$ cat src/rtl/mips_pkg.sv
// shared types for the core; memories are word indexed and wrap past their depth
package mips_pkg;

    typedef logic [31:0] word_t;
    typedef logic [4:0]  reg_addr_t;
    typedef logic [31:0] pc_t;
    typedef logic [2:0]  exc_cause_t;
    typedef logic [2:0]  alu_op_t;

    localparam logic [5:0] OP_RTYPE = 6'h00;
    localparam logic [5:0] OP_ADDI  = 6'h08;
    localparam logic [5:0] OP_LW    = 6'h23;
    localparam logic [5:0] OP_SW    = 6'h2B;
    localparam logic [5:0] OP_BEQ   = 6'h04;
    localparam logic [5:0] OP_BNE   = 6'h05;

    localparam logic [5:0] FN_ADD = 6'h20;
    localparam logic [5:0] FN_SUB = 6'h22;
    localparam logic [5:0] FN_AND = 6'h24;
    localparam logic [5:0] FN_OR  = 6'h25;
    localparam logic [5:0] FN_SLT = 6'h2A;

    localparam exc_cause_t CAUSE_NONE       = 3'd0;
    localparam exc_cause_t CAUSE_ILLEGAL    = 3'd1; // raised in decode
    localparam exc_cause_t CAUSE_OVERFLOW   = 3'd2; // raised in execute
    localparam exc_cause_t CAUSE_MISALIGN   = 3'd3; // raised in memory
    localparam exc_cause_t CAUSE_ZERO_WRITE = 3'd7; // raised in writeback

    localparam alu_op_t ALU_ADD = 3'd0;
    localparam alu_op_t ALU_SUB = 3'd1;
    localparam alu_op_t ALU_AND = 3'd2;
    localparam alu_op_t ALU_OR  = 3'd3;
    localparam alu_op_t ALU_SLT = 3'd4;

    localparam int  IMEM_DEPTH = 64;
    localparam int  DMEM_DEPTH = 64;
    localparam int  IMEM_AW    = $clog2(IMEM_DEPTH);
    localparam int  DMEM_AW    = $clog2(DMEM_DEPTH);
    localparam pc_t RESET_PC   = 32'h0000_0000;

    typedef struct packed {
        logic    reg_write;
        logic    mem_read;
        logic    mem_write;
        logic    mem_to_reg;
        logic    alu_src_imm;
        logic    branch_eq;
        logic    branch_ne;
        alu_op_t alu_op;
    } ctrl_t;

    typedef struct packed {
        logic       valid;
        pc_t        pc;
        ctrl_t      ctrl;
        word_t      rs_val;
        word_t      rt_val;
        word_t      imm;
        reg_addr_t  dest;
        exc_cause_t cause;
    } id_ex_t;

    typedef struct packed {
        logic       valid;
        pc_t        pc;
        ctrl_t      ctrl;
        word_t      alu_result;
        word_t      store_data;
        reg_addr_t  dest;
        exc_cause_t cause;
    } ex_mem_t;

    typedef struct packed {
        logic       valid;
        pc_t        pc;
        ctrl_t      ctrl;
        word_t      alu_result;
        word_t      read_data;
        reg_addr_t  dest;
        exc_cause_t cause;
    } mem_wb_t;

    typedef struct packed {
        logic      en;
        reg_addr_t addr;
        word_t     data;
    } reg_write_t;

endpackage
$ cat src/rtl/fetch_stage.sv
// program words load only while load is high; fetch reads the instruction memory combinationally
`timescale 1ns/10ps
module fetch_stage
    import mips_pkg::*;
(
    input  logic               SYS_clk,
    input  logic               SYS_reset,
    input  logic               load,
    input  logic               prog_we,
    input  logic [IMEM_AW-1:0] prog_addr,
    input  word_t              prog_data,
    input  logic               stall,
    input  logic               branch_taken,
    input  pc_t                branch_target,
    input  logic               flush,
    output word_t              if_instr,
    output pc_t                if_pc,
    output logic               if_valid
);
    word_t imem [IMEM_DEPTH];
    pc_t   pc;
    word_t fetch_word;

    assign fetch_word = imem[pc[IMEM_AW+1:2]]; // word index of the byte pc

    always_ff @(posedge SYS_clk)
    begin
        if (prog_we && load)
            imem[prog_addr] <= prog_data;
    end

    always_ff @(posedge SYS_clk or posedge SYS_reset)
    begin
        if (SYS_reset)
            pc <= RESET_PC;
        else if (load)
            pc <= RESET_PC;
        else if (!flush && !stall)
            pc <= branch_taken ? branch_target : pc + 32'd4;
    end

    // a taken branch kills the word fetched behind it
    always_ff @(posedge SYS_clk or posedge SYS_reset)
    begin
        if (SYS_reset)
            if_valid <= 1'b0;
        else if (load || flush || branch_taken)
            if_valid <= 1'b0;
        else if (!stall)
            if_valid <= 1'b1;
    end

    always_ff @(posedge SYS_clk)
    begin
        if (!stall)
        begin
            if_instr <= fetch_word;
            if_pc    <= pc;
        end
    end

    prog_we_needs_load : assert property (
        @(posedge SYS_clk) disable iff (SYS_reset) prog_we |-> load);

endmodule

$ cat config.mk
export PLATFORM = sky130hd
export DESIGN_NAME = fetch_stage
export DESIGN_NICKNAME = d
export VERILOG_FILES = /design/src/rtl/mips_pkg.sv /design/src/rtl/fetch_stage.sv
export SDC_FILE = /design/constraint.sdc
export NUM_CORES = 2
export LEC_CHECK = 0
export ABC_AREA = 1
export BUFFER_PORTS_ARGS = -buffer_cell sky130_fd_sc_hd__buf_2
export CORE_UTILIZATION = 30
export CTS_CLUSTER_DIAMETER = 50
export CTS_CLUSTER_SIZE = 30
export DETAILED_ROUTE_END_ITERATION = 8
export PLACE_DENSITY = 0.53
export SLEW_MARGIN = 20
export SYNTH_ARGS = -nofsm -noshare
export SYNTH_HDL_FRONTEND = slang
export SYNTH_SLANG_ARGS = --single-unit
$ cat constraint.sdc
create_clock -name SYS_clk -period 3 [get_ports SYS_clk]
set_input_delay 0.6 -clock SYS_clk [delete_from_list [all_inputs] [get_ports SYS_clk]]
set_output_delay 0.6 -clock SYS_clk [all_outputs]
set_load 0.05 [all_outputs]
==> flow_summary.toml <==
[setup_path]
critPathArrivalTime_ns = 3.73
crit_start = "pc[2]"
crit_type = "register to register"
cp.required_ns = 3.75
worstSetupStartpointType = "register"
r2r-start = "pc[2]"
critPathMaxFanout = 63
cp-end-kind = "register"

[detailed_routing]
dr.pass1.iters = 6
wl_per_cell_um = 22.3
first_iter_violations = 6221
wirelength_mm = 291
vias = 61900
ant_nets = 0
drc = 0
vias_per_cell = 4.74

[floorplan]
ios = 142
die_x_um = 553
start_util_pct = 30.3
die_h_um = 553
placementRows = 201
core_mm2 = 0.301
dieArea_mm2 = 0.306

[pwr]
pwr-share-seq_pct = 49.9
power_frac_comb_pct = 6.9
switching_power_mw = 16.8
cell_internal_pwr_mw = 50.0
p_clk_share_pct = 43.3
ir_drop_mv = 0.458
p_leak_nw = 42.4
switching_share_pct = 25.1
power_density_mw_per_mm2 = 622

[sta]
drv_slew = 0
rsz0062_at_grt = "true"
timing.final.ws_setup_ns = 0.0172
fin_crit_ns = 2.98
setup_viol = 0
tightest_slew_ns = 1.04
max_freq_mhz = 335
clock_skew_ns = 0.0560
period_share_pct = 99.4
slew_headroom_pct = 30.4
hold_viol = 0
fin_tns_setup_ns = 0

[placement]
io_buffers = 141
routabilityCongestion = 0.833
pre_cts_ws_ns = -0.298
dp_hpwl_mm = 172
dpl_cell_area_mm2 = 0.0994

[synthesis]
synth_top_cell_area_share_pct = 69.6
netlist_instances = 8579
synth.ff_latch_count = 2145
synthTopCellsByArea = "edfxtp_1 (70%), nand2_1 (12%), nand3_1 (5.3%)"
avgSynthCellArea_um2 = 10.6
ys_top_cells_by_count = "nand2_1 (2839), edfxtp_1 (2112), inv_1 (1023)"
syn-num-nets = 8657
synthesis.area_mm2 = 0.0911
ys.flop_type = "edfxtp_1"
synth_sequential_area_ratio_pct = 70.5
ys_warn_count = 0
synth_edf_count = 2112
ys_async_sr_fraction_pct = 1.54
ys_types = 33
synth_most_common_cell = "nand2_1"
yosys.area.top_type = "edfxtp_1"

[cts]
cts_tree = "yes"
htree_num_levels = 4
cts.sinks = 2145
cts_max_path_buffers = 4
clkTransAtPathRegs_ns = 0.07
root_buffer = "clkbuf_16"
cts_buffers = 224
clock_latency_ns = 0.91

[finish]
regArea_mm2 = 0.0643
multi_input_area_mm2 = 0.0212
area_growth_pct = 17.8
final_util_pct = 35.7
fillCellCount = 29500
design_area_mm2 = 0.107
final_nets = 8953
drive_above_1_share_pct = 11.0

[worst_hold_path]
worst_hold_path_type = "input pin to register"
hold_start = "branch_target[11]"

[outcome]
outcome = "finished clean"

[flow_run]
drv_cap = 0

[grt]
grt_pass1_wl_mm = 419
grt_pass1_vias = 58600
grt_max_degree = 82
grt.total_usage_pct = 18.6
overflow = 0
antenna_found_initial = 29
==> stage by stage <==
| step | hold slack (ns) | total power [mW] | cells |
|---|---|---|---|
| after floorplan | 0.419 | 36.2 | 8579 |
| after global placement | 0.426 | 38.5 | 12600 |
| after detailed placement | 0.431 | 38.6 | 12600 |
| after CTS | 0.000456 | 67.3 | 13000 |
| after global routing | 0.0618 | 68.7 | 13000 |
| final | 0.0758 | 66.8 | 13100 |
==> final timing paths <==
check | to | slack, ns | cells after the start
max | if_instr[2] | 0.02 | 13
min | pc[11] | 0.08 | 3
max reg2reg | if_instr[2] | 0.02 | 13
min reg2reg | if_pc[1] | 0.45 | 0
max in group asynchronous | pc[25] | 1.87 | 4
min in group asynchronous | pc[24] | 0.34 | 3
==> area by class of cell <==
class	count	area share [%]
diodes	39	0.0909
repair buffers	506	4.98
well taps	3958	4.61
flip-flops and latches	2145	59.8
clock inverters	173	1.84
inverters	1031	3.64
multi-input cells	4967	19.7
clock buffers	236	5.27
==> cells in the final DEF, fill, tap and decap left out, drive strengths merged, types with 21 or more instances in the layout <==
cell type,instances
clkbuf,236
a21oi,62
edfxtp,2112
nor2,707
nand3,969
dfrtp,33
buf,492
diode,39
o21ai,286
clkinv,76
nand2,2841
or2,32
clkinvlp,21
inv,1090
==> flip-flops by register name, summed over array words and instances (netlist names) <==
name / count
imem: 2048
if_instr: 32
if_pc: 32
pc: 32
if_valid: 1
==> critical path, stage by stage, from the launching register on <==
cell,delay (ns)
dfrtp_4,0.57
inv_16,0.32
buf_12,0.22
buf_4,0.19
nand2_1,0.06
nand2_1,0.05
nand2_1,0.05
nand3_1,0.06
nand3_1,0.20
nand2_1,0.17
nand2_1,0.11
nand2_1,0.26
clkinvlp_4,0.30
nand2_1,0.14
==> what timing repair did <==
item	CTS	global route
setup buffers	0	0
hold buffers	14	0
endpoints found under the hold margin	25	0
endpoints found under the setup margin	6	7
resized for setup	7	5
==> power groups by stage <==
stage,clock network (mW),registers (mW),logic (mW)
2_1_floorplan,0,34.1,2.09
3_3_place_gp,0,34.0,4.56
3_5_place_dp,0,34.0,4.59
4_1_cts,29.4,33.3,4.62
5_1_grt,30.4,33.3,4.95
6_report,28.9,33.3,4.59
==> layer usage <==
layer	up-vias	global-route usage, %	wire [um]
li1	28800	-	-
met1	30500	24.5	123000
met2	2118	31.1	139000
met3	448	2.29	17200
met4	8	7.41	11900
met5	-	0	54
==> cell families (layout without fill, tap and decap cells) <==
logic type / count (synthesis) / count (layout) / synth area share, %
xor+xnor: 14 / 14 / 0.135
simple gates: 4581 / 4581 / 20.4
compound gates: 371 / 371 / 2.10
fa+ha+maj: 1 / 1 / 0.0137
buf+inv: 1467 / 1946 / 6.87
other cells: 0 / 39 / 0
flops: 2145 / 2145 / 70.5
(Power assumes the default switching activity.)
