`config.mk`:
```
export PLATFORM = sky130hd
export DESIGN_NAME = hazard_unit
export DESIGN_NICKNAME = d
export VERILOG_FILES = /design/src/rtl/mips_pkg.sv /design/src/rtl/hazard_unit.sv
export SDC_FILE = /design/constraint.sdc
export NUM_CORES = 1
export LEC_CHECK = 0
export ABC_AREA = 0
export ABC_CLOCK_PERIOD_IN_PS = 2200
export BUFFER_PORTS_ARGS = -buffer_cell sky130_fd_sc_hd__buf_4
export CORE_AREA = 2 2 74 76
export DETAILED_ROUTE_END_ITERATION = 10
export DIE_AREA = 0 0 76 78
export HOLD_SLACK_MARGIN = 0.03
export PLACE_DENSITY = 0.63
export SLEW_MARGIN = 40
export SYNTH_ARGS = -nofsm -noshare
export SYNTH_HDL_FRONTEND = slang
export SYNTH_SLANG_ARGS = --single-unit
```
`constraint.sdc`:
```
create_clock -name SYS_clk -period 2.2 [get_ports SYS_clk]
set_input_delay 0.44 -clock SYS_clk [delete_from_list [all_inputs] [get_ports SYS_clk]]
set_output_delay 0.44 -clock SYS_clk [all_outputs]
set_load 0.02 [all_outputs]
```
`src/rtl/mips_pkg.sv`:
```
// shared types for the core; memories are word indexed and wrap past their depth
package mips_pkg;

    typedef logic [31:0] word_t;
    typedef logic [4:0]  reg_addr_t;
    typedef logic [31:0] pc_t;
    typedef logic [2:0]  exc_cause_t;
    typedef logic [2:0]  alu_op_t;

    localparam logic [5:0] OP_RTYPE = 6'h00;
    localparam logic [5:0] OP_ADDI  = 6'h08;
    localparam logic [5:0] OP_LW    = 6'h23;
    localparam logic [5:0] OP_SW    = 6'h2B;
    localparam logic [5:0] OP_BEQ   = 6'h04;
    localparam logic [5:0] OP_BNE   = 6'h05;

    localparam logic [5:0] FN_ADD = 6'h20;
    localparam logic [5:0] FN_SUB = 6'h22;
    localparam logic [5:0] FN_AND = 6'h24;
    localparam logic [5:0] FN_OR  = 6'h25;
    localparam logic [5:0] FN_SLT = 6'h2A;

    localparam exc_cause_t CAUSE_NONE       = 3'd0;
    localparam exc_cause_t CAUSE_ILLEGAL    = 3'd1; // raised in decode
    localparam exc_cause_t CAUSE_OVERFLOW   = 3'd2; // raised in execute
    localparam exc_cause_t CAUSE_MISALIGN   = 3'd3; // raised in memory
    localparam exc_cause_t CAUSE_ZERO_WRITE = 3'd7; // raised in writeback

    localparam alu_op_t ALU_ADD = 3'd0;
    localparam alu_op_t ALU_SUB = 3'd1;
    localparam alu_op_t ALU_AND = 3'd2;
    localparam alu_op_t ALU_OR  = 3'd3;
    localparam alu_op_t ALU_SLT = 3'd4;

    localparam int  IMEM_DEPTH = 64;
    localparam int  DMEM_DEPTH = 64;
    localparam int  IMEM_AW    = $clog2(IMEM_DEPTH);
    localparam int  DMEM_AW    = $clog2(DMEM_DEPTH);
    localparam pc_t RESET_PC   = 32'h0000_0000;

    typedef struct packed {
        logic    reg_write;
        logic    mem_read;
        logic    mem_write;
        logic    mem_to_reg;
        logic    alu_src_imm;
        logic    branch_eq;
        logic    branch_ne;
        alu_op_t alu_op;
    } ctrl_t;

    typedef struct packed {
        logic       valid;
        pc_t        pc;
        ctrl_t      ctrl;
        word_t      rs_val;
        word_t      rt_val;
        word_t      imm;
        reg_addr_t  dest;
        exc_cause_t cause;
    } id_ex_t;

    typedef struct packed {
        logic       valid;
        pc_t        pc;
        ctrl_t      ctrl;
        word_t      alu_result;
        word_t      store_data;
        reg_addr_t  dest;
        exc_cause_t cause;
    } ex_mem_t;

    typedef struct packed {
        logic       valid;
        pc_t        pc;
        ctrl_t      ctrl;
        word_t      alu_result;
        word_t      read_data;
        reg_addr_t  dest;
        exc_cause_t cause;
    } mem_wb_t;

    typedef struct packed {
        logic      en;
        reg_addr_t addr;
        word_t     data;
    } reg_write_t;

endpackage
```
`src/rtl/hazard_unit.sv`:
```
// stalls one cycle behind an alu producer and two behind a load; forwards from the memory stage
`timescale 1ns/10ps
module hazard_unit
    import mips_pkg::*;
(
    input  logic      SYS_clk,
    input  logic      SYS_reset,
    input  word_t     dec_instr,
    input  id_ex_t    ex_item,
    input  reg_addr_t mem_dest,
    input  logic      mem_reg_write,
    output logic      stall,
    output logic      fwd_rs,
    output logic      fwd_rt
);
    logic [5:0] opcode;
    reg_addr_t  rs;
    reg_addr_t  rt;
    logic       uses_rt;
    logic       ex_hit;
    logic [1:0] stall_cnt; // extra stall cycles still owed

    assign opcode = dec_instr[31:26];
    assign rs     = dec_instr[25:21];
    assign rt     = dec_instr[20:16];

    // addi and lw take rt as destination, not as a source
    assign uses_rt = (opcode == OP_RTYPE) || (opcode == OP_SW)
                  || (opcode == OP_BEQ) || (opcode == OP_BNE);

    assign ex_hit = ex_item.valid && ex_item.ctrl.reg_write && (ex_item.dest != 5'd0)
                 && ((ex_item.dest == rs) || (uses_rt && ex_item.dest == rt));

    assign stall = ex_hit || (stall_cnt != 2'd0);

    always_ff @(posedge SYS_clk or posedge SYS_reset)
    begin
        if (SYS_reset)
            stall_cnt <= 2'd0;
        else if (stall_cnt != 2'd0)
            stall_cnt <= stall_cnt - 2'd1;
        else if (ex_hit && ex_item.ctrl.mem_read)
            stall_cnt <= 2'd1; // load needs a second cycle
    end

    assign fwd_rs = mem_reg_write && (mem_dest != 5'd0) && (mem_dest == rs);
    assign fwd_rt = mem_reg_write && (mem_dest != 5'd0) && (mem_dest == rt);

endmodule

```
==> flow_summary_export.csv, run 1 <==
group,metric,value,unit
status,status,"finished with violations",
status,violations,"negative setup slack",
finish,reg.largest.list,"stall_cnt (2)",
finish,syn_to_final_growth,100.0,%
sta,maxSlewHeadroom,0.8092,
global_routing,grt_pass1_vias,519,
route,postRouteWirelength,1569,µm
sta,setup_violations,1,
sta,rsz0062_at_grt,"yes",
floorplan,ios,190,
sta,drv_slew,0,
floorplan,dieArea,5928,µm²
sta,fin_skew,5.498,ps
finish,largest_register_ffs,2,
route,drt.antenna.violating_nets,0,
floorplan,die_h,78,µm
synthesis,synth_edf_count,0,
synthesis,synth_area,406.6,µm²
worst_setup_path,crit_slowest_cell,"or4_4",
synthesis,postSynth.asyncResetShare,1.000,
cts,cts_sinks,2,
global_routing,overflow,0,
sta,finalSetupTns,-25.53,ps
cts,cts_buffers,3,
worst_setup_path,ff2ff_setup_slack,1340,ps
placement,dp_hpwl,1405,µm
synthesis,syn_avg_cell_area,9.242,µm²
worst_setup_path,cpPeakStageDelay,430,ps
finish,design_area,813.3,µm²
route,num_vias,462,
global_routing,antenna_found_initial,0,
synthesis,synth_warnings,0,
synthesis,synth.most_common_cell,"xnor2_1",
worst_setup_path,cp-end-kind,"primary output",
sta,hold_viol,0,
worst_setup_path,cp.required,1760,ps
placement,io_buffers,34,
pwr,cellPowerDensity,366.4,nW/µm²
synthesis,ys_seq_elements,2,
cts,root_buffer,"clkbuf_8",
worst_setup_path,reg2reg_from,"stall_cnt[0]",
sta,post-route-period-util,1.012,
synthesis,yosysSeqAreaShare,0.1231,
sta,worst_slew_pin_slew,285.2,ps
worst_setup_path,crit_start,"dec_instr[26]",
cts,insertion_delay,210,ps
synthesis,synth_flop_cell,"dfrtp_1",
sta,fin_ws,-25.53,ps
synthesis,syn_inst,44,
hold_path,hp-class,"in2async",
finish,regMostFlops,"stall_cnt",
cts,htree_levels,1,
route,viasPerCell,3.020,
sta,max_freq,449.3,MHz
placement,placed_area,768.2,µm²
synthesis,synth_commonest_cells,"12 x xnor2_1, 8 x xor2_1",
worst_setup_path,crit_type,"in2out",
synthesis,synthTopCellsByArea,"xnor2_1 26%, xor2_1 17%, dfrtp_1 12%",
floorplan,start_util,0.08065,
worst_setup_path,start_kind,"input port",
worst_setup_path,path_cells,"buf_4, nor2b_1, or4_4, a2111oi_4, a31oi_2, o21ai_2, buf_6",
finish,fillers,566,
sta,fin_crit,2226,ps
route,dr.first_iter.drc_count,5,
cts,clockBufferDepth,2,
finish,nets,272,
worst_setup_path,crit_end,"stall",
floorplan,die_w,76,µm
worst_setup_path,cp_max_fo,2,
cts,holdBufCountCts,0,
synthesis,synth.distinct_cells,19,
pwr,power,0.0002980,W
route,drc,0,
finish,antenna_cells,0,
global_routing,grtUsageTotal,0.05960,
floorplan,core,5042,µm²
synthesis,synth_nets,231,
placement,place_ws,-118.4,ps
worst_setup_path,reg2reg_depth,2,
worst_setup_path,timing.rr.end,"stall_cnt[0]",
synthesis,yosysTopAreaCell,"xnor2_1",
cts,cts_setup_buffers,0,
global_routing,grt_start_max_net_pins,5,
run,drv_cap,0,
cts,cts_tree,"yes",
placement,place_congestion,0.6817,
route,post_drt_wl_per_cell,10.25,µm
global_routing,grt_pass1_wl,2635,µm
pwr,cellLeakagePower,0.3201,nW
synthesis,synth.top_cell.area_share,0.2585,
worst_setup_path,cp.arrival,1790,ps
finish,drive_gt1_frac,0.5422,
cts,clk_pin_slew,30,ps
floorplan,rows,26,
pwr,ir_drop,0.1093,mV
route,dr.pass1.iters,4,
metrics by stage:
stage                     utilization  hold slack (ps)  cells
final                          0.1613            80.56    153
after global routing           0.1613            92.54    153
after CTS                      0.1613            73.35    153
after detailed placement       0.1524            301.9    150
after global placement         0.1524            299.1    150
after floorplan                     -            181.2     44
metal layers:
layer,GRT usage,part of all wire
met1,0.08072,0.50
met2,0.07946,0.41
met4,0.04364,0.016
met3,0.01628,0.078
met5,0,0
cells in the final DEF, fill, tap and decap left out:
master / instances
buf_4: 35
xnor2_1: 12
xor2_1: 8
clkbuf_8: 3
nand4_1: 2
or4_1: 2
inv_1: 2
nand3_1: 2
nor4_1: 2
dfrtp_1: 2
nor3_4: 1
nor2b_1: 1
or4_4: 1
a2111oi_4: 1
a31oi_2: 1
o211ai_1: 1
nand2b_1: 1
o32ai_2: 1
and2_1: 1
nor2_1: 1
o21ai_2: 1
o21ai_1: 1
buf_6: 1
worst max-delay path: cells and delay by family:
family                 cells  cell delay [ps]
AO/OA/AOI/OAI              3              540
buffers and inverters      2              240
AND/OR/NAND/NOR            2              560
cell type report:
class	count	area [µm²]	area share
inverter	2	7.507	0.009231
clock buffer	3	41.29	0.05077
tap	70	87.58	0.1077
sequential	2	50.05	0.06154
timing repair buffer	36	274.0	0.3369
multi-input combinational	40	352.8	0.4338
repair_timing:
item | CTS | global route
endpoints found under the hold margin | 0 | 0
endpoints found under the setup margin | 1 | 1
pin swaps | 2 | 0
resized for setup | 1 | 0
cells by family after synthesis:
group                  Yosys count  share of synthesized area
AND/OR/NAND/NOR                 14                     0.2462
flip-flops                       2                     0.1231
buffers and inverters            2                    0.01847
XOR/XNOR                        20                     0.4308
AO/OA/AOI/OAI                    6                     0.1816
worst min-delay path by stage:
stage / start / to / slack [ps]
2_1_floorplan: SYS_reset / stall_cnt[0] / 180
3_3_place_gp: SYS_reset / stall_cnt[1] / 300
3_5_place_dp: SYS_reset / stall_cnt[1] / 300
4_1_cts: SYS_reset / stall_cnt[0] / 70
5_1_grt: SYS_reset / stall_cnt[0] / 90
6_report: SYS_reset / stall_cnt[0] / 80
report_power, final:
part	internal, W	switching, W	leakage (nW)
Sequential	0.0000372	0.000000102	0.0279
Combinational	0.0000662	0.0000476	0.271
Clock	0.000116	0.0000310	0.0216
(Power assumes the default switching activity.)
==> run 2: changes to the inputs <==
--- a/config.mk
+++ b/config.mk
@@ -13,6 +13,7 @@
 export DIE_AREA = 0 0 76 78
 export HOLD_SLACK_MARGIN = 0.03
 export PLACE_DENSITY = 0.63
+export SETUP_SLACK_MARGIN = 0.2
 export SLEW_MARGIN = 40
 export SYNTH_ARGS = -nofsm -noshare
 export SYNTH_HDL_FRONTEND = slang
==> flow_summary_export.csv, run 2 (synthesis results as in run 1) <==
group,metric,value,unit
status,status,"finished with violations",
status,violations,"negative setup slack",
worst_setup_path,ff2ff_setup_slack,1340,ps
finish,final_cells,154,
placement,dp_hpwl,1429,µm
global_routing,grtUsageTotal,0.05765,
cts,cts_buffers,3,
worst_setup_path,crit_slowest_cell,"or4_4",
global_routing,grt_pass1_vias,560,
floorplan,die_w,76,µm
sta,max_freq,450.1,MHz
worst_setup_path,cpPeakStageDelay,430,ps
placement,io_buffers,34,
floorplan,core,5042,µm²
route,num_vias,484,
cts,cts_setup_buffers,0,
worst_setup_path,cp.arrival,1780,ps
global_routing,overflow,0,
route,dr.pass1.iters,4,
placement,placed_area,775.7,µm²
pwr,cellPowerDensity,361.2,nW/µm²
global_routing,antenna_found_initial,0,
finish,syn_to_final_growth,101.8,%
cts,insertion_delay,210,ps
route,post_drt_wl_per_cell,10.19,µm
cts,clk_pin_slew,30,ps
sta,rsz0062_at_grt,"yes",
route,drt.antenna.violating_nets,0,
run,drv_cap,0,
pwr,cellLeakagePower,0.3246,nW
cts,root_buffer,"clkbuf_8",
sta,fin_ws,-21.63,ps
worst_setup_path,path_cells,"buf_4, nor2b_1, or4_4, a2111oi_4, a31oi_2, o21ai_2, buf_6",
sta,fin_skew,2.529,ps
floorplan,ios,190,
cts,clockBufferDepth,2,
cts,cts_sinks,2,
worst_setup_path,cp-end-kind,"primary output",
finish,nets,273,
route,drc,0,
sta,post-route-period-util,1.010,
pwr,power,0.0002965,W
global_routing,grt_pass1_wl,2628,µm
worst_setup_path,start_kind,"input port",
finish,regMostFlops,"stall_cnt",
sta,fin_crit,2222,ps
worst_setup_path,cp_max_fo,2,
route,postRouteWirelength,1570,µm
finish,final_common_cell,"buf_4",
route,dr.first_iter.drc_count,2,
finish,reg.largest.list,"stall_cnt (2)",
worst_setup_path,crit_type,"in2out",
route,viasPerCell,3.143,
sta,setup_violations,1,
floorplan,die_h,78,µm
finish,largest_register_ffs,2,
floorplan,dieArea,5928,µm²
floorplan,rows,26,
sta,worst_slew_pin_slew,285.4,ps
placement,place_congestion,0.7172,
global_routing,grt_start_max_net_pins,5,
floorplan,start_util,0.08065,
finish,layout_common_cells,"36 x buf_4, 12 x xnor2_1, 8 x xor2_1",
finish,design_area,820.8,µm²
finish,antenna_cells,0,
cts,cts_tree,"yes",
hold_path,hp-class,"in2async",
sta,maxSlewHeadroom,0.8091,
pwr,ir_drop,0.1098,mV
placement,dp_cells,151,
cts,htree_levels,1,
worst_setup_path,cp.required,1760,ps
sta,hold_viol,0,
sta,drv_slew,0,
finish,drive_gt1_frac,0.5476,
## run 2: cell type report
class                           count  area (µm²)
Multi-Input combinational cell     40       352.8
Timing Repair Buffer               37       281.5
Clock buffer                        3       41.29
Inverter                            2       7.507
Tap cell                           70       87.58
Sequential cell                     2       50.05
Fill cell                         579        4222
## run 2: metal layers
metal	track usage	part of all wire	vias to the layer above
met5	0	0	-
met4	0.02727	0	0
met3	0.02326	0.12	0
met2	0.08839	0.44	31
met1	0.07033	0.44	212
li1	-	-	241
## run 2: repair_timing
action	in CTS	in global routing
hold endpoints to repair	0	0
hold buffers	0	0
cloned	0	0
setup endpoints to repair	1	1
gates resized for setup	1	0
## run 2: path summary, 6_finish.rpt
path,start,end,cells past startpoint
min in group SYS_clk,stall_cnt[0],stall_cnt[0],1
worst min-delay path,SYS_reset,stall_cnt[0],2
worst min register to register,stall_cnt[0],stall_cnt[0],1
max in group asynchronous,SYS_reset,stall_cnt[1],2
worst max-delay path,dec_instr[26],stall,7
worst max register to register,stall_cnt[0],stall_cnt[0],2
## run 2: through the flow
step                setup WS, ps  hold WS (ps)  setup TNS [ps]  utilization
floorplan                  153.5         181.2               0            -
global placement          -51.50         299.5          -51.50       0.1538
detailed placement        -39.14         302.1          -39.14       0.1538
CTS                       -47.83         79.06          -47.83       0.1628
global route              -130.7         96.61          -130.7       0.1628
finish                    -21.63         82.99          -21.63       0.1628
## run 2: where the power goes
part,internal (W),total [W],switching (W)
sequential,0.0000372,0.0000373,0.000000101
combinational,0.0000673,0.000116,0.0000488
clock,0.000116,0.000143,0.0000275
## run 2: critical path: cells and delay by family
family,cells,cell delay (ps)
and+or+nand+nor,2,560
buffers and inverters,2,240
AOI/OAI and AO/OA,3,530
