[config.mk]
export PLATFORM = sky130hd
export DESIGN_NAME = execute_stage
export DESIGN_NICKNAME = d
export VERILOG_FILES = /design/src/rtl/mips_pkg.sv /design/src/rtl/execute_stage.sv
export SDC_FILE = /design/constraint.sdc
export NUM_CORES = 1
export LEC_CHECK = 0
export BUFFER_PORTS_ARGS = -buffer_cell sky130_fd_sc_hd__buf_2
export CORE_MARGIN = 3
export CORE_UTILIZATION = 25
export DETAILED_ROUTE_END_ITERATION = 8
export PLACE_DENSITY = 0.55
export SETUP_SLACK_MARGIN = 0.2
export SLEW_MARGIN = 25
export SYNTH_ARGS = -nofsm -noshare
export SYNTH_HDL_FRONTEND = slang
export SYNTH_SLANG_ARGS = --single-unit
[constraint.sdc]
create_clock -name SYS_clk -period 7.5 [get_ports SYS_clk]
set_input_delay 0.375 -clock SYS_clk [delete_from_list [all_inputs] [get_ports SYS_clk]]
set_output_delay 0.375 -clock SYS_clk [all_outputs]
set_load 0.01 [all_outputs]
[src/rtl/mips_pkg.sv]
// shared types for the core; memories are word indexed and wrap past their depth
package mips_pkg;

    typedef logic [31:0] word_t;
    typedef logic [4:0]  reg_addr_t;
    typedef logic [31:0] pc_t;
    typedef logic [2:0]  exc_cause_t;
    typedef logic [2:0]  alu_op_t;

    localparam logic [5:0] OP_RTYPE = 6'h00;
    localparam logic [5:0] OP_ADDI  = 6'h08;
    localparam logic [5:0] OP_LW    = 6'h23;
    localparam logic [5:0] OP_SW    = 6'h2B;
    localparam logic [5:0] OP_BEQ   = 6'h04;
    localparam logic [5:0] OP_BNE   = 6'h05;

    localparam logic [5:0] FN_ADD = 6'h20;
    localparam logic [5:0] FN_SUB = 6'h22;
    localparam logic [5:0] FN_AND = 6'h24;
    localparam logic [5:0] FN_OR  = 6'h25;
    localparam logic [5:0] FN_SLT = 6'h2A;

    localparam exc_cause_t CAUSE_NONE       = 3'd0;
    localparam exc_cause_t CAUSE_ILLEGAL    = 3'd1; // raised in decode
    localparam exc_cause_t CAUSE_OVERFLOW   = 3'd2; // raised in execute
    localparam exc_cause_t CAUSE_MISALIGN   = 3'd3; // raised in memory
    localparam exc_cause_t CAUSE_ZERO_WRITE = 3'd7; // raised in writeback

    localparam alu_op_t ALU_ADD = 3'd0;
    localparam alu_op_t ALU_SUB = 3'd1;
    localparam alu_op_t ALU_AND = 3'd2;
    localparam alu_op_t ALU_OR  = 3'd3;
    localparam alu_op_t ALU_SLT = 3'd4;

    localparam int  IMEM_DEPTH = 64;
    localparam int  DMEM_DEPTH = 64;
    localparam int  IMEM_AW    = $clog2(IMEM_DEPTH);
    localparam int  DMEM_AW    = $clog2(DMEM_DEPTH);
    localparam pc_t RESET_PC   = 32'h0000_0000;

    typedef struct packed {
        logic    reg_write;
        logic    mem_read;
        logic    mem_write;
        logic    mem_to_reg;
        logic    alu_src_imm;
        logic    branch_eq;
        logic    branch_ne;
        alu_op_t alu_op;
    } ctrl_t;

    typedef struct packed {
        logic       valid;
        pc_t        pc;
        ctrl_t      ctrl;
        word_t      rs_val;
        word_t      rt_val;
        word_t      imm;
        reg_addr_t  dest;
        exc_cause_t cause;
    } id_ex_t;

    typedef struct packed {
        logic       valid;
        pc_t        pc;
        ctrl_t      ctrl;
        word_t      alu_result;
        word_t      store_data;
        reg_addr_t  dest;
        exc_cause_t cause;
    } ex_mem_t;

    typedef struct packed {
        logic       valid;
        pc_t        pc;
        ctrl_t      ctrl;
        word_t      alu_result;
        word_t      read_data;
        reg_addr_t  dest;
        exc_cause_t cause;
    } mem_wb_t;

    typedef struct packed {
        logic      en;
        reg_addr_t addr;
        word_t     data;
    } reg_write_t;

endpackage
[src/rtl/execute_stage.sv]
// signed overflow is checked on add, sub and addi only; address arithmetic for lw and sw wraps
`timescale 1ns/10ps
module execute_stage
    import mips_pkg::*;
(
    input  logic    SYS_clk,
    input  logic    SYS_reset,
    input  id_ex_t  id_ex,
    input  logic    stall,
    input  logic    flush,
    output ex_mem_t ex_mem,
    output id_ex_t  ex_item
);
    word_t      op_b;
    word_t      result;
    logic       overflow;
    exc_cause_t cause;

    assign op_b = id_ex.ctrl.alu_src_imm ? id_ex.imm : id_ex.rt_val;

    always_comb
    begin
        result   = '0;
        overflow = 1'b0;
        case (id_ex.ctrl.alu_op)
            ALU_ADD:
            begin
                result   = id_ex.rs_val + op_b;
                overflow = (id_ex.rs_val[31] == op_b[31]) && (result[31] != op_b[31]);
            end
            ALU_SUB:
            begin
                result   = id_ex.rs_val - op_b;
                overflow = (id_ex.rs_val[31] != op_b[31]) && (result[31] != id_ex.rs_val[31]);
            end
            ALU_AND: result = id_ex.rs_val & op_b;
            ALU_OR:  result = id_ex.rs_val | op_b;
            ALU_SLT: result = {31'b0, $signed(id_ex.rs_val) < $signed(op_b)};
            default: result = '0;
        endcase
        if (id_ex.ctrl.mem_read || id_ex.ctrl.mem_write)
            overflow = 1'b0;
    end

    assign cause = (id_ex.cause != CAUSE_NONE) ? id_ex.cause      // older cause wins
                 : (id_ex.valid && overflow)   ? CAUSE_OVERFLOW
                 : CAUSE_NONE;

    always_comb
    begin
        ex_item       = id_ex;
        ex_item.cause = cause;
        if (cause != CAUSE_NONE)
            ex_item.ctrl = '0;
    end

    always_ff @(posedge SYS_clk or posedge SYS_reset)
    begin
        if (SYS_reset)
            ex_mem <= '0;
        else if (flush)
            ex_mem <= '0;
        else
        begin
            ex_mem.valid      <= ex_item.valid;
            ex_mem.pc         <= ex_item.pc;
            ex_mem.ctrl       <= ex_item.ctrl;
            ex_mem.alu_result <= result;
            ex_mem.store_data <= ex_item.rt_val;
            ex_mem.dest       <= ex_item.dest;
            ex_mem.cause      <= ex_item.cause;
        end
    end

    // the word held in decode during a stall must not arrive here twice
    stall_sends_bubble : assert property (
        @(posedge SYS_clk) disable iff (SYS_reset)
        stall |=> !id_ex.valid);

endmodule

==> results.py, run 1 <==
metrics = {
    "grt": {
        "grt_busiest_layer": "met2",
        "grt_use_met1_pct": 20.3,
        "grt_usage_pct": 16.1,
        "grt_pass1_wl_um": 50900,
        "use_met2_pct": 28.7,
        "grt_overflow": 0,
        "use_met3_pct": 2.76,
        "grt_pass1_vias": 8485,
        "antenna_found_initial": 4,
        "grt_max_degree": 63,
    },
    "timing": {
        "post-route-period-util_pct": 73.1,
        "timing.fmax_mhz": 182,
        "drv_slew": 0,
        "setup_tns_ns": 0,
        "relSlewSlack_pct": 36.4,
        "finalSetupViolations": 0,
        "max_slew.worst_pin.slew_ns": 0.948,
        "finalWorstSetupSlack_ns": 2.02,
        "rsz0062_at_grt": "false",
        "period_needed_ns": 5.48,
        "hold_viol": 0,
    },
    "critical_path": {
        "cp.arrival_ns": 5.11,
        "required_ns": 7.12,
        "cp-end-kind": "output port",
        "cp_max_fo": 20,
        "crit_end": "ex_item[109]",
        "crit_start": "id_ex[109]",
        "startpoint_type": "input pin",
        "worst-setup-path-type": "input pin to output port",
    },
    "route": {
        "via_per_inst": 4.63,
        "dr.first_iter.drc_count": 429,
        "dr.pass1.iters": 5,
        "drc": 0,
        "drt_wl_total_um": 35000,
        "num_vias": 8922,
        "wl_per_cell_um": 18.1,
        "detail-route-antenna-nets": 0,
    },
    "yosys": {
        "synth_area_sq_um": 9800,
        "ys_seq_area_share_pct": 29.4,
        "synth_warnings": 0,
        "avgSynthCellArea_sq_um": 8.46,
        "synth_area_leader_cell": "dfrtp_1",
        "synth_edf_count": 0,
        "synth_nets": 1408,
        "async_reset_ff_share_pct": 100,
        "synth_seq_cells": 115,
        "synth_area_leaders": "dfrtp_1 (29%), ha_1 (12%), buf_4 (10%)",
        "synth_top_cell_area_share_pct": 29.4,
        "ys.flop_type": "dfrtp_1",
        "synthCells": 1158,
        "ys_types": 72,
    },
    "place": {
        "pre_cts_slack_ns": 1.99,
        "port_buffers": 411,
        "finalWeightedCongestion": 0.868,
        "dp_hpwl_um": 26900,
    },
    "pwr": {
        "p_per_area_nw_per_um2": 182,
        "p_leak_nw": 6.31,
        "ir_worst_vdd_mv": 0.149,
    },
    "job": {
        "maxCapViolations": 0,
    },
    "clock_network": {
        "postCtsHoldBufs": 1,
        "cts.clk_slew.worst_paths_ns": 0.06,
        "htree_levels": 4,
        "cts_root_buffer": "clkbuf_16",
        "cts-resized-gates": 0,
        "clockBufferDepth": 2,
        "clock_sinks": 115,
        "cts_tree": "done",
        "numCtsBuffers": 17,
        "post-cts-setup-buffers": 0,
    },
    "die": {
        "start_util_pct": 25.7,
        "die_height_um": 204,
        "core_area_sq_um": 38100,
        "die-area_sq_um": 41600,
        "die_w_um": 204,
        "io_pins": 413,
        "rows": 71,
    },
    "cells_and_area": {
        "layout_commonest_cell": "buf_2",
        "postLayoutCoreUtil_pct": 31.3,
        "reg_top3": "ex_mem x115",
        "layout.nets": 1655,
        "layout_common_cells": "buf_2 (410), dfrtp_1 (115), nor2_1 (106)",
        "area_delta_synth_final_pct": 21.7,
        "drive_gt1_share_pct": 33.1,
        "diodes": 0,
        "regMostFlops": "ex_mem",
        "largest_register_ffs": 115,
        "fill_cells": 4040,
    },
    "status": {
        "status": "finished, final reports clean",
    },
    "min_path": {
        "hold_start": "id_ex[110]",
        "hold_path_class": "input pin to register",
    },
}
[power breakdown]
| group | internal (mW) | switching (mW) |
|---|---|---|
| registers | 0.651 | 0.00693 |
| logic | 0.262 | 0.426 |
| clock network | 0.470 | 0.355 |
| total | 1.38 | 0.788 |
[worst min-delay path by stage]
| stage | endpoint | slack [ns] | cells after the start |
|---|---|---|---|
| 2_1_floorplan | ex_mem[75] | 0.50 | 1 |
| 3_3_place_gp | ex_mem[91] | 0.46 | 2 |
| 3_5_place_dp | ex_mem[91] | 0.46 | 2 |
| 4_1_cts | ex_mem[78] | 0.13 | 2 |
| 5_1_grt | ex_mem[75] | 0.15 | 2 |
| 6_report | ex_mem[78] | 0.16 | 2 |
[worst max-delay path, cell delays in order]
cell,delay (ns)
buf_2,0.54
mux2i_1,0.49
ha_1,0.35
o21ba_2,0.23
or4_1,0.45
a2111oi_2,0.54
a21oi_1,0.25
o21ai_2,0.33
a41oi_2,0.28
xnor2_2,0.23
a211oi_1,0.65
and2_1,0.22
buf_2,0.13
[metal layers]
layer  share of wire (%)  vias up
met5               0.026        -
met4                 1.1        2
met3                 5.8       22
met2                  50      354
met1                  43     4235
li1                    -     4309
[logic make-up after synthesis]
| logic type | count (synthesis) | share of synthesized area, % |
|---|---|---|
| AO/OA/AOI/OAI | 258 | 17.6 |
| XOR/XNOR | 33 | 3.03 |
| adder cells (fa/ha/maj) | 99 | 12.8 |
| buffers and inverters | 283 | 16.1 |
| flip-flops | 115 | 29.4 |
| multiplexers | 38 | 3.91 |
| AND/OR/NAND/NOR | 332 | 17.2 |
[metrics by stage]
step / std cells / area [sq um] / hold slack (ns) / power [mW]
global placement: 1896 / 11300 / 0.458 / 1.35
CTS: 1929 / 11900 / 0.130 / 2.21
floorplan: 1158 / 9800 / 0.504 / 1.15
finish: 1929 / 11900 / 0.162 / 2.17
detailed placement: 1896 / 11300 / 0.459 / 1.36
global route: 1929 / 11900 / 0.147 / 2.31
[Yosys cell counts (21+ instances only)]
library cell and number:
xnor2_1 21, o21ai_0 29, dfrtp_1 115, mux2i_1 36, inv_1 89, buf_4 135
a21oi_1 79, nor2_1 107, clkbuf_1 49, ha_1 97, nor2b_1 89, nand2_1 39
[cell type report]
class	instances	area [sq um]	share of cell area, %
clock buffers	17	425	3.57
well taps	511	639	5.36
clock inverters	15	161	1.35
flip-flops and latches	115	2880	24.1
repair buffers	419	2120	17.8
multi-input cells	760	5350	44.9
inverters	92	350	2.94
Power figures use the tool's default switching activity.
==> inputs of run 2 (changes only) <==
clock period = 5.5 ns   (was 7.5 ns; I/O delays follow)
==> run 2 against run 1 <==
Global-route usage increased by 0.053 points. Final cell count is 0.21% higher. Setup slack worse by 1.3 ns. Wire length up 0.51%. Largest cell class unchanged.
==> results.py, run 2 (same netlist as run 1, synthesis figures left out) <==
metrics = {
    "timing": {
        "setup_tns_ns": 0,
        "hold_slack_ns": 0.0710,
        "max_slew.worst_pin.slew_ns": 0.827,
        "rsz0062_at_grt": "false",
        "hold_viol": 0,
        "timing.fmax_mhz": 208,
        "drv_slew": 0,
        "finalWorstSetupSlack_ns": 0.695,
        "relSlewSlack_pct": 44.9,
        "period_needed_ns": 4.80,
        "post-route-period-util_pct": 87.4,
        "finalSetupViolations": 0,
    },
    "clock_network": {
        "numCtsBuffers": 17,
        "cts.clk_slew.worst_paths_ns": 0.06,
        "post-cts-setup-buffers": 0,
        "cts_root_buffer": "clkbuf_16",
        "cts-resized-gates": 0,
        "postCtsHoldBufs": 1,
        "clockBufferDepth": 2,
        "htree_levels": 4,
        "clock_sinks": 115,
        "cts_tree": "done",
    },
    "die": {
        "die-area_sq_um": 41600,
        "die_height_um": 204,
        "core_area_sq_um": 38100,
        "start_util_pct": 25.7,
        "io_pins": 413,
        "rows": 71,
        "die_w_um": 204,
    },
    "cells_and_area": {
        "largest_register_ffs": 115,
        "layout_common_cells": "buf_2 (410), dfrtp_1 (115), nor2_1 (107)",
        "final_cells": 1933,
        "layout.nets": 1660,
        "layout_commonest_cell": "buf_2",
        "diodes": 0,
        "regMostFlops": "ex_mem",
        "reg_top3": "ex_mem x115",
        "postLayoutCoreUtil_pct": 31.3,
        "area_delta_synth_final_pct": 21.7,
        "final_area_sq_um": 11900,
        "drive_gt1_share_pct": 33.1,
    },
    "route": {
        "drc": 0,
        "dr.pass1.iters": 5,
        "wl_per_cell_um": 18.2,
        "detail-route-antenna-nets": 0,
        "dr.first_iter.drc_count": 532,
        "num_vias": 9013,
        "drt_wl_total_um": 35200,
        "via_per_inst": 4.66,
    },
    "min_path": {
        "hold_path_class": "input pin to register",
    },
    "place": {
        "dp_cells": 1901,
        "port_buffers": 411,
        "finalWeightedCongestion": 0.876,
        "place_area_sq_um": 11400,
        "dp_hpwl_um": 27300,
        "pre_cts_slack_ns": 0.645,
    },
    "grt": {
        "antenna_found_initial": 2,
        "grt_usage_pct": 16.2,
        "grt_use_met1_pct": 20.2,
        "grt_busiest_layer": "met2",
        "use_met2_pct": 28.6,
        "use_met3_pct": 3.84,
        "grt_pass1_wl_um": 51400,
        "grt_max_degree": 61,
        "grt_overflow": 0,
        "grt_pass1_vias": 8600,
    },
    "pwr": {
        "ir_worst_vdd_mv": 0.223,
        "power_mw": 2.93,
        "p_per_area_nw_per_um2": 246,
        "p_leak_nw": 6.31,
    },
    "status": {
        "status": "finished, final reports clean",
    },
    "critical_path": {
        "cp.arrival_ns": 4.53,
        "required_ns": 5.22,
        "cp_max_fo": 7,
        "startpoint_type": "input pin",
        "cp-end-kind": "output port",
        "worst-setup-path-type": "input pin to output port",
    },
    "job": {
        "maxCapViolations": 0,
    },
}
## run 2: changes by cell type in the layout (fill, tap and decap cells not counted), sizes merged
cell,before,now
buf,418,423
clkbuf,17,20
clkinv,3,5
clkinvlp,3,4
inv,100,93
## run 2: layer usage
metal  wire length, um  vias up
li1                  -     4303
met1             14900     4273
met2             17400      407
met3              2470       28
met4               337        2
met5                10        -
## run 2: worst max-delay path: stages
cell       delay [ns]
buf_2            0.24
mux2i_1          0.46
ha_1             0.35
o21ba_2          0.23
or4_1            0.46
a2111oi_2        0.53
a21oi_1          0.22
o21ai_2          0.31
a41oi_2          0.27
xnor2_2          0.23
a211oi_1         0.61
and2_1           0.22
buf_2            0.13
## run 2: where the power goes
| group | total [mW] | internal [mW] | switching (mW) |
|---|---|---|---|
| clock | 1.09 | 0.644 | 0.450 |
| sequential | 0.897 | 0.888 | 0.00927 |
| combinational | 0.939 | 0.360 | 0.579 |
## run 2: layout make-up
type | count | area (sq um)
clock inverter | 11 | 105
fill | 4074 | 26200
timing repair buffer | 424 | 2160
clock buffer | 20 | 457
inverter | 92 | 350
tap | 511 | 639
sequential | 115 | 2880
multi-input combinational | 760 | 5340
## run 2: final timing paths
check / slack (ns) / endpoint / cells after the start / start
max in group asynchronous: 3.77 / ex_mem[89] / 4 / SYS_reset
hold / removal: 0.07 / ex_mem[6] / 2 / id_ex[6]
setup / recovery: 0.70 / ex_item[109] / 13 / id_ex[109]
min in group asynchronous: 0.47 / ex_mem[91] / 3 / SYS_reset
