### config.mk
export PLATFORM = sky130hd
export DESIGN_NAME = writeback_stage
export DESIGN_NICKNAME = d
export VERILOG_FILES = /design/src/rtl/mips_pkg.sv /design/src/rtl/writeback_stage.sv
export SDC_FILE = /design/constraint.sdc
export NUM_CORES = 1
export LEC_CHECK = 0
export BUFFER_PORTS_ARGS = -buffer_cell sky130_fd_sc_hd__buf_2
export CORE_ASPECT_RATIO = 0.8
export CORE_MARGIN = 4
export CORE_UTILIZATION = 39
export DETAILED_ROUTE_END_ITERATION = 8
export GPL_TIMING_DRIVEN = 0
export HOLD_SLACK_MARGIN = 0.02
export PLACE_DENSITY_LB_ADDON = 0.15
export SYNTH_ARGS = -nofsm -noshare
export SYNTH_HDL_FRONTEND = slang
export SYNTH_SLANG_ARGS = --single-unit
### constraint.sdc
create_clock -name SYS_clk -period 1.7 [get_ports SYS_clk]
set_input_delay 0.17 -clock SYS_clk [delete_from_list [all_inputs] [get_ports SYS_clk]]
set_output_delay 0.17 -clock SYS_clk [all_outputs]
set_load 0.02 [all_outputs]
### src/rtl/mips_pkg.sv
// shared types for the core; memories are word indexed and wrap past their depth
package mips_pkg;

    typedef logic [31:0] word_t;
    typedef logic [4:0]  reg_addr_t;
    typedef logic [31:0] pc_t;
    typedef logic [2:0]  exc_cause_t;
    typedef logic [2:0]  alu_op_t;

    localparam logic [5:0] OP_RTYPE = 6'h00;
    localparam logic [5:0] OP_ADDI  = 6'h08;
    localparam logic [5:0] OP_LW    = 6'h23;
    localparam logic [5:0] OP_SW    = 6'h2B;
    localparam logic [5:0] OP_BEQ   = 6'h04;
    localparam logic [5:0] OP_BNE   = 6'h05;

    localparam logic [5:0] FN_ADD = 6'h20;
    localparam logic [5:0] FN_SUB = 6'h22;
    localparam logic [5:0] FN_AND = 6'h24;
    localparam logic [5:0] FN_OR  = 6'h25;
    localparam logic [5:0] FN_SLT = 6'h2A;

    localparam exc_cause_t CAUSE_NONE       = 3'd0;
    localparam exc_cause_t CAUSE_ILLEGAL    = 3'd1; // raised in decode
    localparam exc_cause_t CAUSE_OVERFLOW   = 3'd2; // raised in execute
    localparam exc_cause_t CAUSE_MISALIGN   = 3'd3; // raised in memory
    localparam exc_cause_t CAUSE_ZERO_WRITE = 3'd7; // raised in writeback

    localparam alu_op_t ALU_ADD = 3'd0;
    localparam alu_op_t ALU_SUB = 3'd1;
    localparam alu_op_t ALU_AND = 3'd2;
    localparam alu_op_t ALU_OR  = 3'd3;
    localparam alu_op_t ALU_SLT = 3'd4;

    localparam int  IMEM_DEPTH = 64;
    localparam int  DMEM_DEPTH = 64;
    localparam int  IMEM_AW    = $clog2(IMEM_DEPTH);
    localparam int  DMEM_AW    = $clog2(DMEM_DEPTH);
    localparam pc_t RESET_PC   = 32'h0000_0000;

    typedef struct packed {
        logic    reg_write;
        logic    mem_read;
        logic    mem_write;
        logic    mem_to_reg;
        logic    alu_src_imm;
        logic    branch_eq;
        logic    branch_ne;
        alu_op_t alu_op;
    } ctrl_t;

    typedef struct packed {
        logic       valid;
        pc_t        pc;
        ctrl_t      ctrl;
        word_t      rs_val;
        word_t      rt_val;
        word_t      imm;
        reg_addr_t  dest;
        exc_cause_t cause;
    } id_ex_t;

    typedef struct packed {
        logic       valid;
        pc_t        pc;
        ctrl_t      ctrl;
        word_t      alu_result;
        word_t      store_data;
        reg_addr_t  dest;
        exc_cause_t cause;
    } ex_mem_t;

    typedef struct packed {
        logic       valid;
        pc_t        pc;
        ctrl_t      ctrl;
        word_t      alu_result;
        word_t      read_data;
        reg_addr_t  dest;
        exc_cause_t cause;
    } mem_wb_t;

    typedef struct packed {
        logic      en;
        reg_addr_t addr;
        word_t     data;
    } reg_write_t;

endpackage
### src/rtl/writeback_stage.sv
// the first excepting instruction halts the core until reset or load; it is never written
`timescale 1ns/10ps
module writeback_stage
    import mips_pkg::*;
(
    input  logic       SYS_clk,
    input  logic       SYS_reset,
    input  logic       load,
    input  mem_wb_t    mem_wb,
    output reg_write_t wr,
    output logic       flush,
    output logic       halted,
    output exc_cause_t exc_cause,
    output pc_t        epc
);
    logic       zero_write;
    exc_cause_t cause;
    logic       exc_now;

    assign zero_write = mem_wb.ctrl.reg_write && (mem_wb.dest == 5'd0);
    assign cause      = (mem_wb.cause != CAUSE_NONE) ? mem_wb.cause
                      : zero_write ? CAUSE_ZERO_WRITE : CAUSE_NONE;
    assign exc_now    = mem_wb.valid && (cause != CAUSE_NONE);

    assign flush = exc_now || halted; // squashes everything younger

    assign wr.en   = mem_wb.valid && mem_wb.ctrl.reg_write && !flush;
    assign wr.addr = mem_wb.dest;
    assign wr.data = mem_wb.ctrl.mem_to_reg ? mem_wb.read_data : mem_wb.alu_result;

    always_ff @(posedge SYS_clk or posedge SYS_reset)
    begin
        if (SYS_reset)
        begin
            halted    <= 1'b0;
            exc_cause <= CAUSE_NONE;
            epc       <= '0;
        end
        else if (load)
        begin
            halted    <= 1'b0;
            exc_cause <= CAUSE_NONE;
            epc       <= '0;
        end
        else if (exc_now && !halted)
        begin
            halted    <= 1'b1;
            exc_cause <= cause;
            epc       <= mem_wb.pc; // address of the excepting word
        end
    end

endmodule

==> results of run 1 <==
## cells in the mapped netlist (all sizes together), types with 2 or more instances
library cell / n / area, sq um
a211oi: 3 / 22.5
buf: 11 / 86.3
clkbuf: 8 / 30.0
dfrtp: 36 / 901
inv: 4 / 15.0
mux2: 32 / 360
mux2i: 32 / 320
nand2b: 66 / 413
nor2: 2 / 7.51
nor3: 4 / 31.3
nor4: 2 / 27.5
## state kept, by name, indices dropped and copies added, names as in the netlist
| name | flops |
|---|---|
| exc_cause | 3 |
| halted | 1 |
| epc | 32 |
## cell families (layout without fill, tap and decap cells)
group	count (synthesis)	after routing	share of synthesized area
flops	36	36	0.392
simple gates	78	78	0.223
buf+inv	23	213	0.0572
compound gates	7	7	0.0311
mux	64	64	0.296
## power groups by stage
| stage | logic [mW] | registers (mW) | clock network [mW] |
|---|---|---|---|
| floorplan | 0.378 | 1.03 | 0 |
| global placement | 0.752 | 0.961 | 0 |
| detailed placement | 0.758 | 0.962 | 0 |
| CTS | 0.761 | 0.946 | 0.648 |
| global route | 0.808 | 0.953 | 0.699 |
| finish | 0.751 | 0.945 | 0.626 |
## cells in the final DEF (no fill, tap or decap), drive strengths merged
cell type,n
inv,4
and2b,1
and4bb,1
buf,193
and3,1
nor4,2
dfrtp,36
nor3,4
o31ai,1
nor2b,1
mux2i,32
a21boi,1
a2bb2oi,1
clkbuf,16
o21bai,1
nor2,2
nand2b,66
a211oi,3
mux2,32
## layout make-up
cell class	instances	area share
buffer	19	0.0343
sequential	36	0.265
clock buffer	8	0.0265
timing repair buffer	182	0.268
multi-input combinational	149	0.372
tap	78	0.0288
inverter	4	0.00442
## per-stage QoR
| step | utilization | hold WS [ps] | instances | cell area, sq um | setup WS (ps) |
|---|---|---|---|---|---|
| 3_3_place_gp | 0.592 | 426 | 468 | 3300 | 159 |
| 3_5_place_dp | 0.592 | 363 | 468 | 3300 | 203 |
| 2_1_floorplan | - | 317 | 208 | 2300 | 266 |
| 4_1_cts | 0.608 | 51.7 | 476 | 3390 | 186 |
| 6_report | 0.608 | 23.2 | 476 | 3390 | 214 |
| 5_1_grt | 0.608 | 98.4 | 476 | 3390 | 83.4 |
## final timing paths
| kind | to | slack (ps) |
|---|---|---|
| max reg2reg | epc[17] | 210 |
| min reg2reg | exc_cause[2] | 530 |
| max | epc[17] | 210 |
| min | epc[23] | 20 |
| min in group SYS_clk | epc[23] | 130 |
| max in group asynchronous | epc[3] | 1180 |
## metal layers
metal  GRT usage  up-vias
li1            -     1072
met1       0.229     1005
met2       0.335       98
met3      0.0503       10
met4      0.0592        0
met5           0        -
==> results.sh, run 1 <==
export IMPL_maxUsedRoutingLayer="met4"
export IMPL_first_iter_violations=54
export IMPL_power_frac_comb=0.324
export IMPL_worstPathArrival_ps=1690
export IMPL_vias_per_cell=4.59
export IMPL_gp_congestion=0.826
export IMPL_track_usage=0.192
export IMPL_cp_end_kind="flop"
export IMPL_netSwitchingFraction=0.315
export IMPL_cts_root_buffer="clkbuf_8"
export IMPL_ctsHoldBuffers=0
export IMPL_synth_distinct_cells=24
export IMPL_ios=193
export IMPL_yosys_warnings=0
export IMPL_path_cells="and4bb_2 -> a2bb2oi_4 -> buf_6 -> mux2i_1"
export IMPL_p_total_mw=2.32
export IMPL_crit_fanout=10
export IMPL_ys_flop_type="dfrtp_1"
export IMPL_wl_mm=7.04
export IMPL_coreArea_sq_um=5590
export IMPL_drcViolationCount=0
export IMPL_drt_met1_wl_mm=2.78
export IMPL_worstReg2RegStart="halted"
export IMPL_yosysSeqAreaShare=0.392
export IMPL_outcome="complete, no violations"
export IMPL_wl_per_cell_um=14.8
export IMPL_cp_depth=4
export IMPL_grt_max_degree=37
export IMPL_tns_ps=0
export IMPL_slew_headroom=0.484
export IMPL_hold_violations=0
export IMPL_die_x_um=93.8
export IMPL_gr_total_overflow=0
export IMPL_peakVddDrop_mv=0.319
export IMPL_clock_sinks=36
export IMPL_period_share=0.874
export IMPL_nFillCells=506
export IMPL_switching_power_mw=0.732
export IMPL_crit_family="flip-flops"
export IMPL_synth_avg_cell_area_sq_um=11.0
export IMPL_cts_made_buffers=5
export IMPL_seqPwrFrac=0.407
export IMPL_synthArstFlopShare=1.00
export IMPL_maxSlewViolCount=0
export IMPL_num_vias=2185
export IMPL_synth_edff_count=0
export IMPL_holdCritPathClass="input pin to async pin"
export IMPL_cp_required_ps=1900
export IMPL_rows=24
export IMPL_tightest_slew_ps=773
export IMPL_clkPwrFrac=0.270
export IMPL_criticalPathCategory="flop to flop"
export IMPL_dr_pass1_iters=4
export IMPL_drtAntennaViolNets=0
export IMPL_powerDensity_nw_per_um2=684
export IMPL_fin_nets=515
export IMPL_start_kind="flop"
export IMPL_die_area_sq_um=7190
export IMPL_worst_path_buf_inv=1
export IMPL_ff2ff_path_depth=4
export IMPL_multiInputGateArea_sq_um=1260
export IMPL_antenna_found_initial=0
export IMPL_register_area_sq_um=901
export IMPL_p_leak_nw=1.92
export IMPL_dp_hpwl_mm=5.86
export IMPL_setup_viol=0
export IMPL_syn_nets=326
export IMPL_max_stage_delay_ps=400
export IMPL_skew_ps=1.88
export IMPL_yosys_register_bits=36
export IMPL_syn_cell_area_sq_um=2300
export IMPL_drive_gt1_frac=0.588
export IMPL_rsz0062_at_grt="no"
export IMPL_synthCells=208
export IMPL_maxCapViolCount=0
export IMPL_cts_max_path_buffers=2
export IMPL_start_util=0.411
export IMPL_htreeDepth=2
export IMPL_grt_pass1_wl_mm=11.1
export IMPL_dr_wl_met2_mm=3.55
export IMPL_crit_start="halted"
export IMPL_clock_latency_ps=280
export IMPL_met3_length_um=557
export IMPL_p_int_mw=1.59
export IMPL_clock_fmax_mhz=673
export IMPL_post_cts_setup_buffers=0
export IMPL_grt_pass1_vias=2314
export IMPL_port_buffers=182
export IMPL_cts_tree="yes"
export IMPL_diodes=0
export IMPL_clk_pin_slew_ps=70
export IMPL_cts_resized=0
export IMPL_fin_crit_ps=1490
export IMPL_die_y_um=76.6
export IMPL_crit_path_top_delay_cell="dfrtp_1"
export IMPL_synthToLayoutAreaGrowth_pct=47.8
No activity file was read; power rests on OpenSTA's default activity.
==> run 2: changes to the inputs <==
- CELL_PAD_IN_SITES_DETAIL_PLACEMENT: default -> 0
- CELL_PAD_IN_SITES_GLOBAL_PLACEMENT: default -> 2
- CORE_UTILIZATION: 39 -> 21
==> results.sh, run 2 (synthesized netlist as in run 1, its figures left out) <==
export IMPL_ff2ff_path_depth=4
export IMPL_die_area_sq_um=12700
export IMPL_cp_required_ps=1530
export IMPL_drtAntennaViolNets=0
export IMPL_rsz0062_at_grt="no"
export IMPL_grt_pass1_wl_mm=11.9
export IMPL_use_met3=0.0448
export IMPL_htreeDepth=2
export IMPL_fin_crit_ps=1540
export IMPL_worst_path_buf_inv=2
export IMPL_fin_area_sq_um=3530
export IMPL_clk_pin_slew_ps=60
export IMPL_vias_per_cell=3.95
export IMPL_slew_headroom=0.466
export IMPL_worstPathArrival_ps=1370
export IMPL_ctsHoldBuffers=0
export IMPL_reg_top3="epc x32, exc_cause x3, halted x1"
export IMPL_powerDensity_nw_per_um2=739
export IMPL_cp_depth=5
export IMPL_crit_fanout=4
export IMPL_ios=193
export IMPL_nFillCells=1103
export IMPL_dp_hpwl_mm=6.38
export IMPL_maxSlewViolCount=0
export IMPL_grt_util_met1=0.144
export IMPL_crit_path_top_delay_cell="a21boi_0"
export IMPL_p_leak_nw=1.94
export IMPL_criticalPathCategory="input pin to output port"
export IMPL_post_cts_setup_buffers=0
export IMPL_grt_max_degree=37
export IMPL_outcome="complete, no violations"
export IMPL_grt_busiest_layer="met2"
export IMPL_cts_resized=0
export IMPL_crit_top_cell="buf_2"
export IMPL_synthToLayoutAreaGrowth_pct=53.6
export IMPL_die_y_um=102
export IMPL_tightest_slew_ps=800
export IMPL_hold_violations=0
export IMPL_gr_total_overflow=0
export IMPL_start_util=0.220
export IMPL_most_common_layout_cells="buf_2 (185), nand2b_1 (66), dfrtp_1 (36)"
export IMPL_num_vias=2126
export IMPL_holdCritPathClass="input pin to async pin"
export IMPL_peakVddDrop_mv=0.327
export IMPL_drive_gt1_frac=0.593
export IMPL_max_stage_delay_ps=410
export IMPL_rows=33
export IMPL_path_cells="buf_2 -> nor3_4 -> a21boi_0 -> and3_1 -> buf_2"
export IMPL_setup_viol=0
export IMPL_largest_reg_flops=32
export IMPL_track_usage=0.115
export IMPL_dr_pass1_iters=4
export IMPL_start_kind="input pin"
export IMPL_tns_ps=0
export IMPL_drcViolationCount=0
export IMPL_coreArea_sq_um=10400
export IMPL_cts_root_buffer="clkbuf_16"
export IMPL_wl_per_cell_um=14.5
export IMPL_fin_nets=515
export IMPL_wl_mm=7.80
export IMPL_antenna_found_initial=0
export IMPL_final_common_cell="buf_2"
export IMPL_postPlaceCellArea_sq_um=3380
export IMPL_cts_made_buffers=5
export IMPL_first_iter_violations=66
export IMPL_port_buffers=182
export IMPL_gp_congestion=0.809
export IMPL_regMostFlops="epc"
export IMPL_clock_latency_ps=280
export IMPL_crit_family="simple AND/OR/NAND/NOR gates"
export IMPL_cts_tree="yes"
export IMPL_cp_end_kind="output port"
export IMPL_cts_max_path_buffers=2
export IMPL_gr_usage_met2=0.196
export IMPL_clock_fmax_mhz=651
export IMPL_clock_sinks=36
export IMPL_r2r_setup_slack_ps=170
export IMPL_diodes=0
export IMPL_skew_ps=10.7
export IMPL_die_x_um=125
export IMPL_maxCapViolCount=0
export IMPL_period_share=0.903
export IMPL_grt_pass1_vias=2213
## run 2: cell types whose count changed in the layout (fill, tap and decap cells not counted), sizes merged
| cell | previous run | this run |
|---|---|---|
| clkbuf | 16 | 13 |
| clkinv | 0 | 3 |
## run 2: where the power goes
group / switching (mW) / leakage [nW] / internal (mW)
combinational: 0.403 / 1.39 / 0.344
clock: 0.371 / 0.0736 / 0.540
sequential: 0.0327 / 0.485 / 0.915
## run 2: area by class of cell
cell class	instances	area, sq um	share of cell area
multi-input cells	149	1260	0.358
repair buffers	182	911	0.258
flip-flops and latches	36	901	0.256
well taps	140	175	0.0497
clock buffers	5	125	0.0355
plain buffers	19	116	0.0330
clock inverters	3	18.8	0.00532
inverters	4	15.0	0.00426
## run 2: final timing paths
path,startpoint,to
worst min-delay path,SYS_reset,epc[17]
max in group asynchronous,SYS_reset,epc[23]
worst max register to register,halted,epc[24]
worst min register to register,exc_cause[0],exc_cause[0]
worst max-delay path,mem_wb[0],wr[37]
min in group SYS_clk,mem_wb[89],epc[7]
## run 2: per-stage QoR
step	hold slack (ps)	setup slack, ps	instances	power (mW)	utilization
detailed placement	388	137	530	1.73	0.324
global route	120	6.57	538	2.74	0.338
CTS	90.0	119	538	2.65	0.338
floorplan	317	266	208	1.41	-
finish	42.8	164	538	2.61	0.338
global placement	424	28.8	530	1.73	0.324
## run 2: per-layer routing
metal | routed length [um] | vias to the layer above
met4 | 24 | 0
li1 | - | 1075
met3 | 627 | 2
met1 | 3330 | 959
met5 | 0 | -
met2 | 3820 | 90
==> run 3: changes to the inputs <==
- CORE_ASPECT_RATIO: 0.8 -> 0.75
==> results.sh, run 3 (synthesized netlist as in run 1, its figures left out) <==
export IMPL_cts_root_buffer="clkbuf_16"
export IMPL_die_x_um=129
export IMPL_setup_slack_ps=167
export IMPL_most_common_layout_cells="buf_2 (185), nand2b_1 (66), dfrtp_1 (36)"
export IMPL_cts_resized=0
export IMPL_htreeDepth=2
export IMPL_post_cts_setup_buffers=0
export IMPL_drcViolationCount=0
export IMPL_ctsHoldBuffers=0
export IMPL_gp_congestion=0.672
export IMPL_skew_ps=6.25
export IMPL_cp_required_ps=1530
export IMPL_fin_nets=515
export IMPL_cts_made_buffers=5
export IMPL_port_buffers=182
export IMPL_synthToLayoutAreaGrowth_pct=53.7
export IMPL_first_iter_violations=53
export IMPL_crit_fanout=4
export IMPL_grt_pass1_vias=2215
export IMPL_cp_end_kind="output port"
export IMPL_track_usage=0.115
export IMPL_drtAntennaViolNets=0
export IMPL_antenna_found_initial=0
export IMPL_tightest_slew_ps=803
export IMPL_grt_pass1_wl_mm=11.6
export IMPL_maxCapViolCount=0
export IMPL_start_util=0.219
export IMPL_final_util=0.336
export IMPL_regMostFlops="epc"
export IMPL_grt_max_degree=37
export IMPL_wl_mm=7.68
export IMPL_cts_tree="yes"
export IMPL_vias_per_cell=3.97
export IMPL_rsz0062_at_grt="no"
export IMPL_maxSlewViolCount=0
export IMPL_diodes=0
export IMPL_peakVddDrop_mv=0.386
export IMPL_reg_top3="epc x32, exc_cause x3, halted x1"
export IMPL_period_share=0.902
export IMPL_clk_pin_slew_ps=60
export IMPL_dr_pass1_iters=4
export IMPL_cts_max_path_buffers=2
export IMPL_hold_violations=0
export IMPL_slew_headroom=0.464
export IMPL_final_common_cell="buf_2"
export IMPL_start_kind="input pin"
export IMPL_outcome="complete, no violations"
export IMPL_largest_reg_flops=32
export IMPL_clock_sinks=36
export IMPL_dp_hpwl_mm=6.29
export IMPL_die_area_sq_um=12700
export IMPL_rows=32
export IMPL_num_vias=2119
export IMPL_powerDensity_nw_per_um2=750
export IMPL_post_place_ws_ps=163
export IMPL_gr_total_overflow=0
export IMPL_worstPathArrival_ps=1360
export IMPL_clock_latency_ps=280
export IMPL_fin_crit_ps=1530
export IMPL_holdCritPathClass="input pin to async pin"
export IMPL_die_y_um=98.6
export IMPL_clock_fmax_mhz=652
export IMPL_coreArea_sq_um=10500
export IMPL_setup_viol=0
export IMPL_nFillCells=1145
export IMPL_criticalPathCategory="input pin to output port"
export IMPL_tns_ps=0
export IMPL_ios=193
export IMPL_drive_gt1_frac=0.593
export IMPL_p_leak_nw=1.95
export IMPL_wl_per_cell_um=14.4
## run 3: changes by cell type in the layout (fill, tap and decap cells not counted)
cell,previous run,this run
clkinv_2,2,1
clkbuf_8,0,1
clkinv_4,1,0
inv_6,0,1
## run 3: worst paths after layout
path / from / to / depth (start not counted) / slack [ps]
setup / recovery: mem_wb[0] / wr[37] / 5 / 170
hold / removal: SYS_reset / epc[18] / 2 / 40
setup reg to reg: halted / epc[25] / 4 / 190
hold reg to reg: exc_cause[2] / exc_cause[2] / 2 / 540
max in group asynchronous: SYS_reset / exc_cause[2] / 2 / 1140
min in group SYS_clk: mem_wb[91] / epc[9] / 3 / 130
## run 3: routing by layer
layer | up-vias | global-route usage | wire length [um] | part of all wire
met4 | 0 | 0.0226 | 50 | 0.0065
met3 | 4 | 0.0314 | 707 | 0.092
li1 | 1072 | - | - | -
met5 | - | 0 | 0 | 0
met2 | 99 | 0.202 | 3740 | 0.49
met1 | 944 | 0.141 | 3190 | 0.41
## run 3: power by group
part | switching [mW] | internal [mW] | total [mW]
sequential | 0.0307 | 0.915 | 0.945
clock | 0.367 | 0.586 | 0.953
combinational | 0.406 | 0.344 | 0.750
## run 3: area by class of cell
cell class / count / area, sq um / share of cell area
multi-input combinational: 149 / 1260 / 0.358
timing repair buffer: 182 / 911 / 0.258
sequential: 36 / 901 / 0.255
tap: 136 / 170 / 0.0482
clock buffer: 6 / 139 / 0.0393
buffer: 19 / 116 / 0.0330
inverter: 4 / 15.0 / 0.00425
clock inverter: 2 / 13.8 / 0.00390
## run 3: worst max-delay path, cell delays in order
cell and delay (ps):
buf_2 130, nor3_4 280, a21boi_0 410, and3_1 210, buf_2 160
## run 3: per-stage QoR
step                hold slack, ps  cells  instance area, sq um  total power, mW
global placement               425    526                  3380             1.73
detailed placement             395    526                  3380             1.73
global route                   132    534                  3530             2.81
CTS                           93.8    534                  3530             2.71
floorplan                      317    208                  2300             1.41
finish                        43.7    534                  3530             2.65
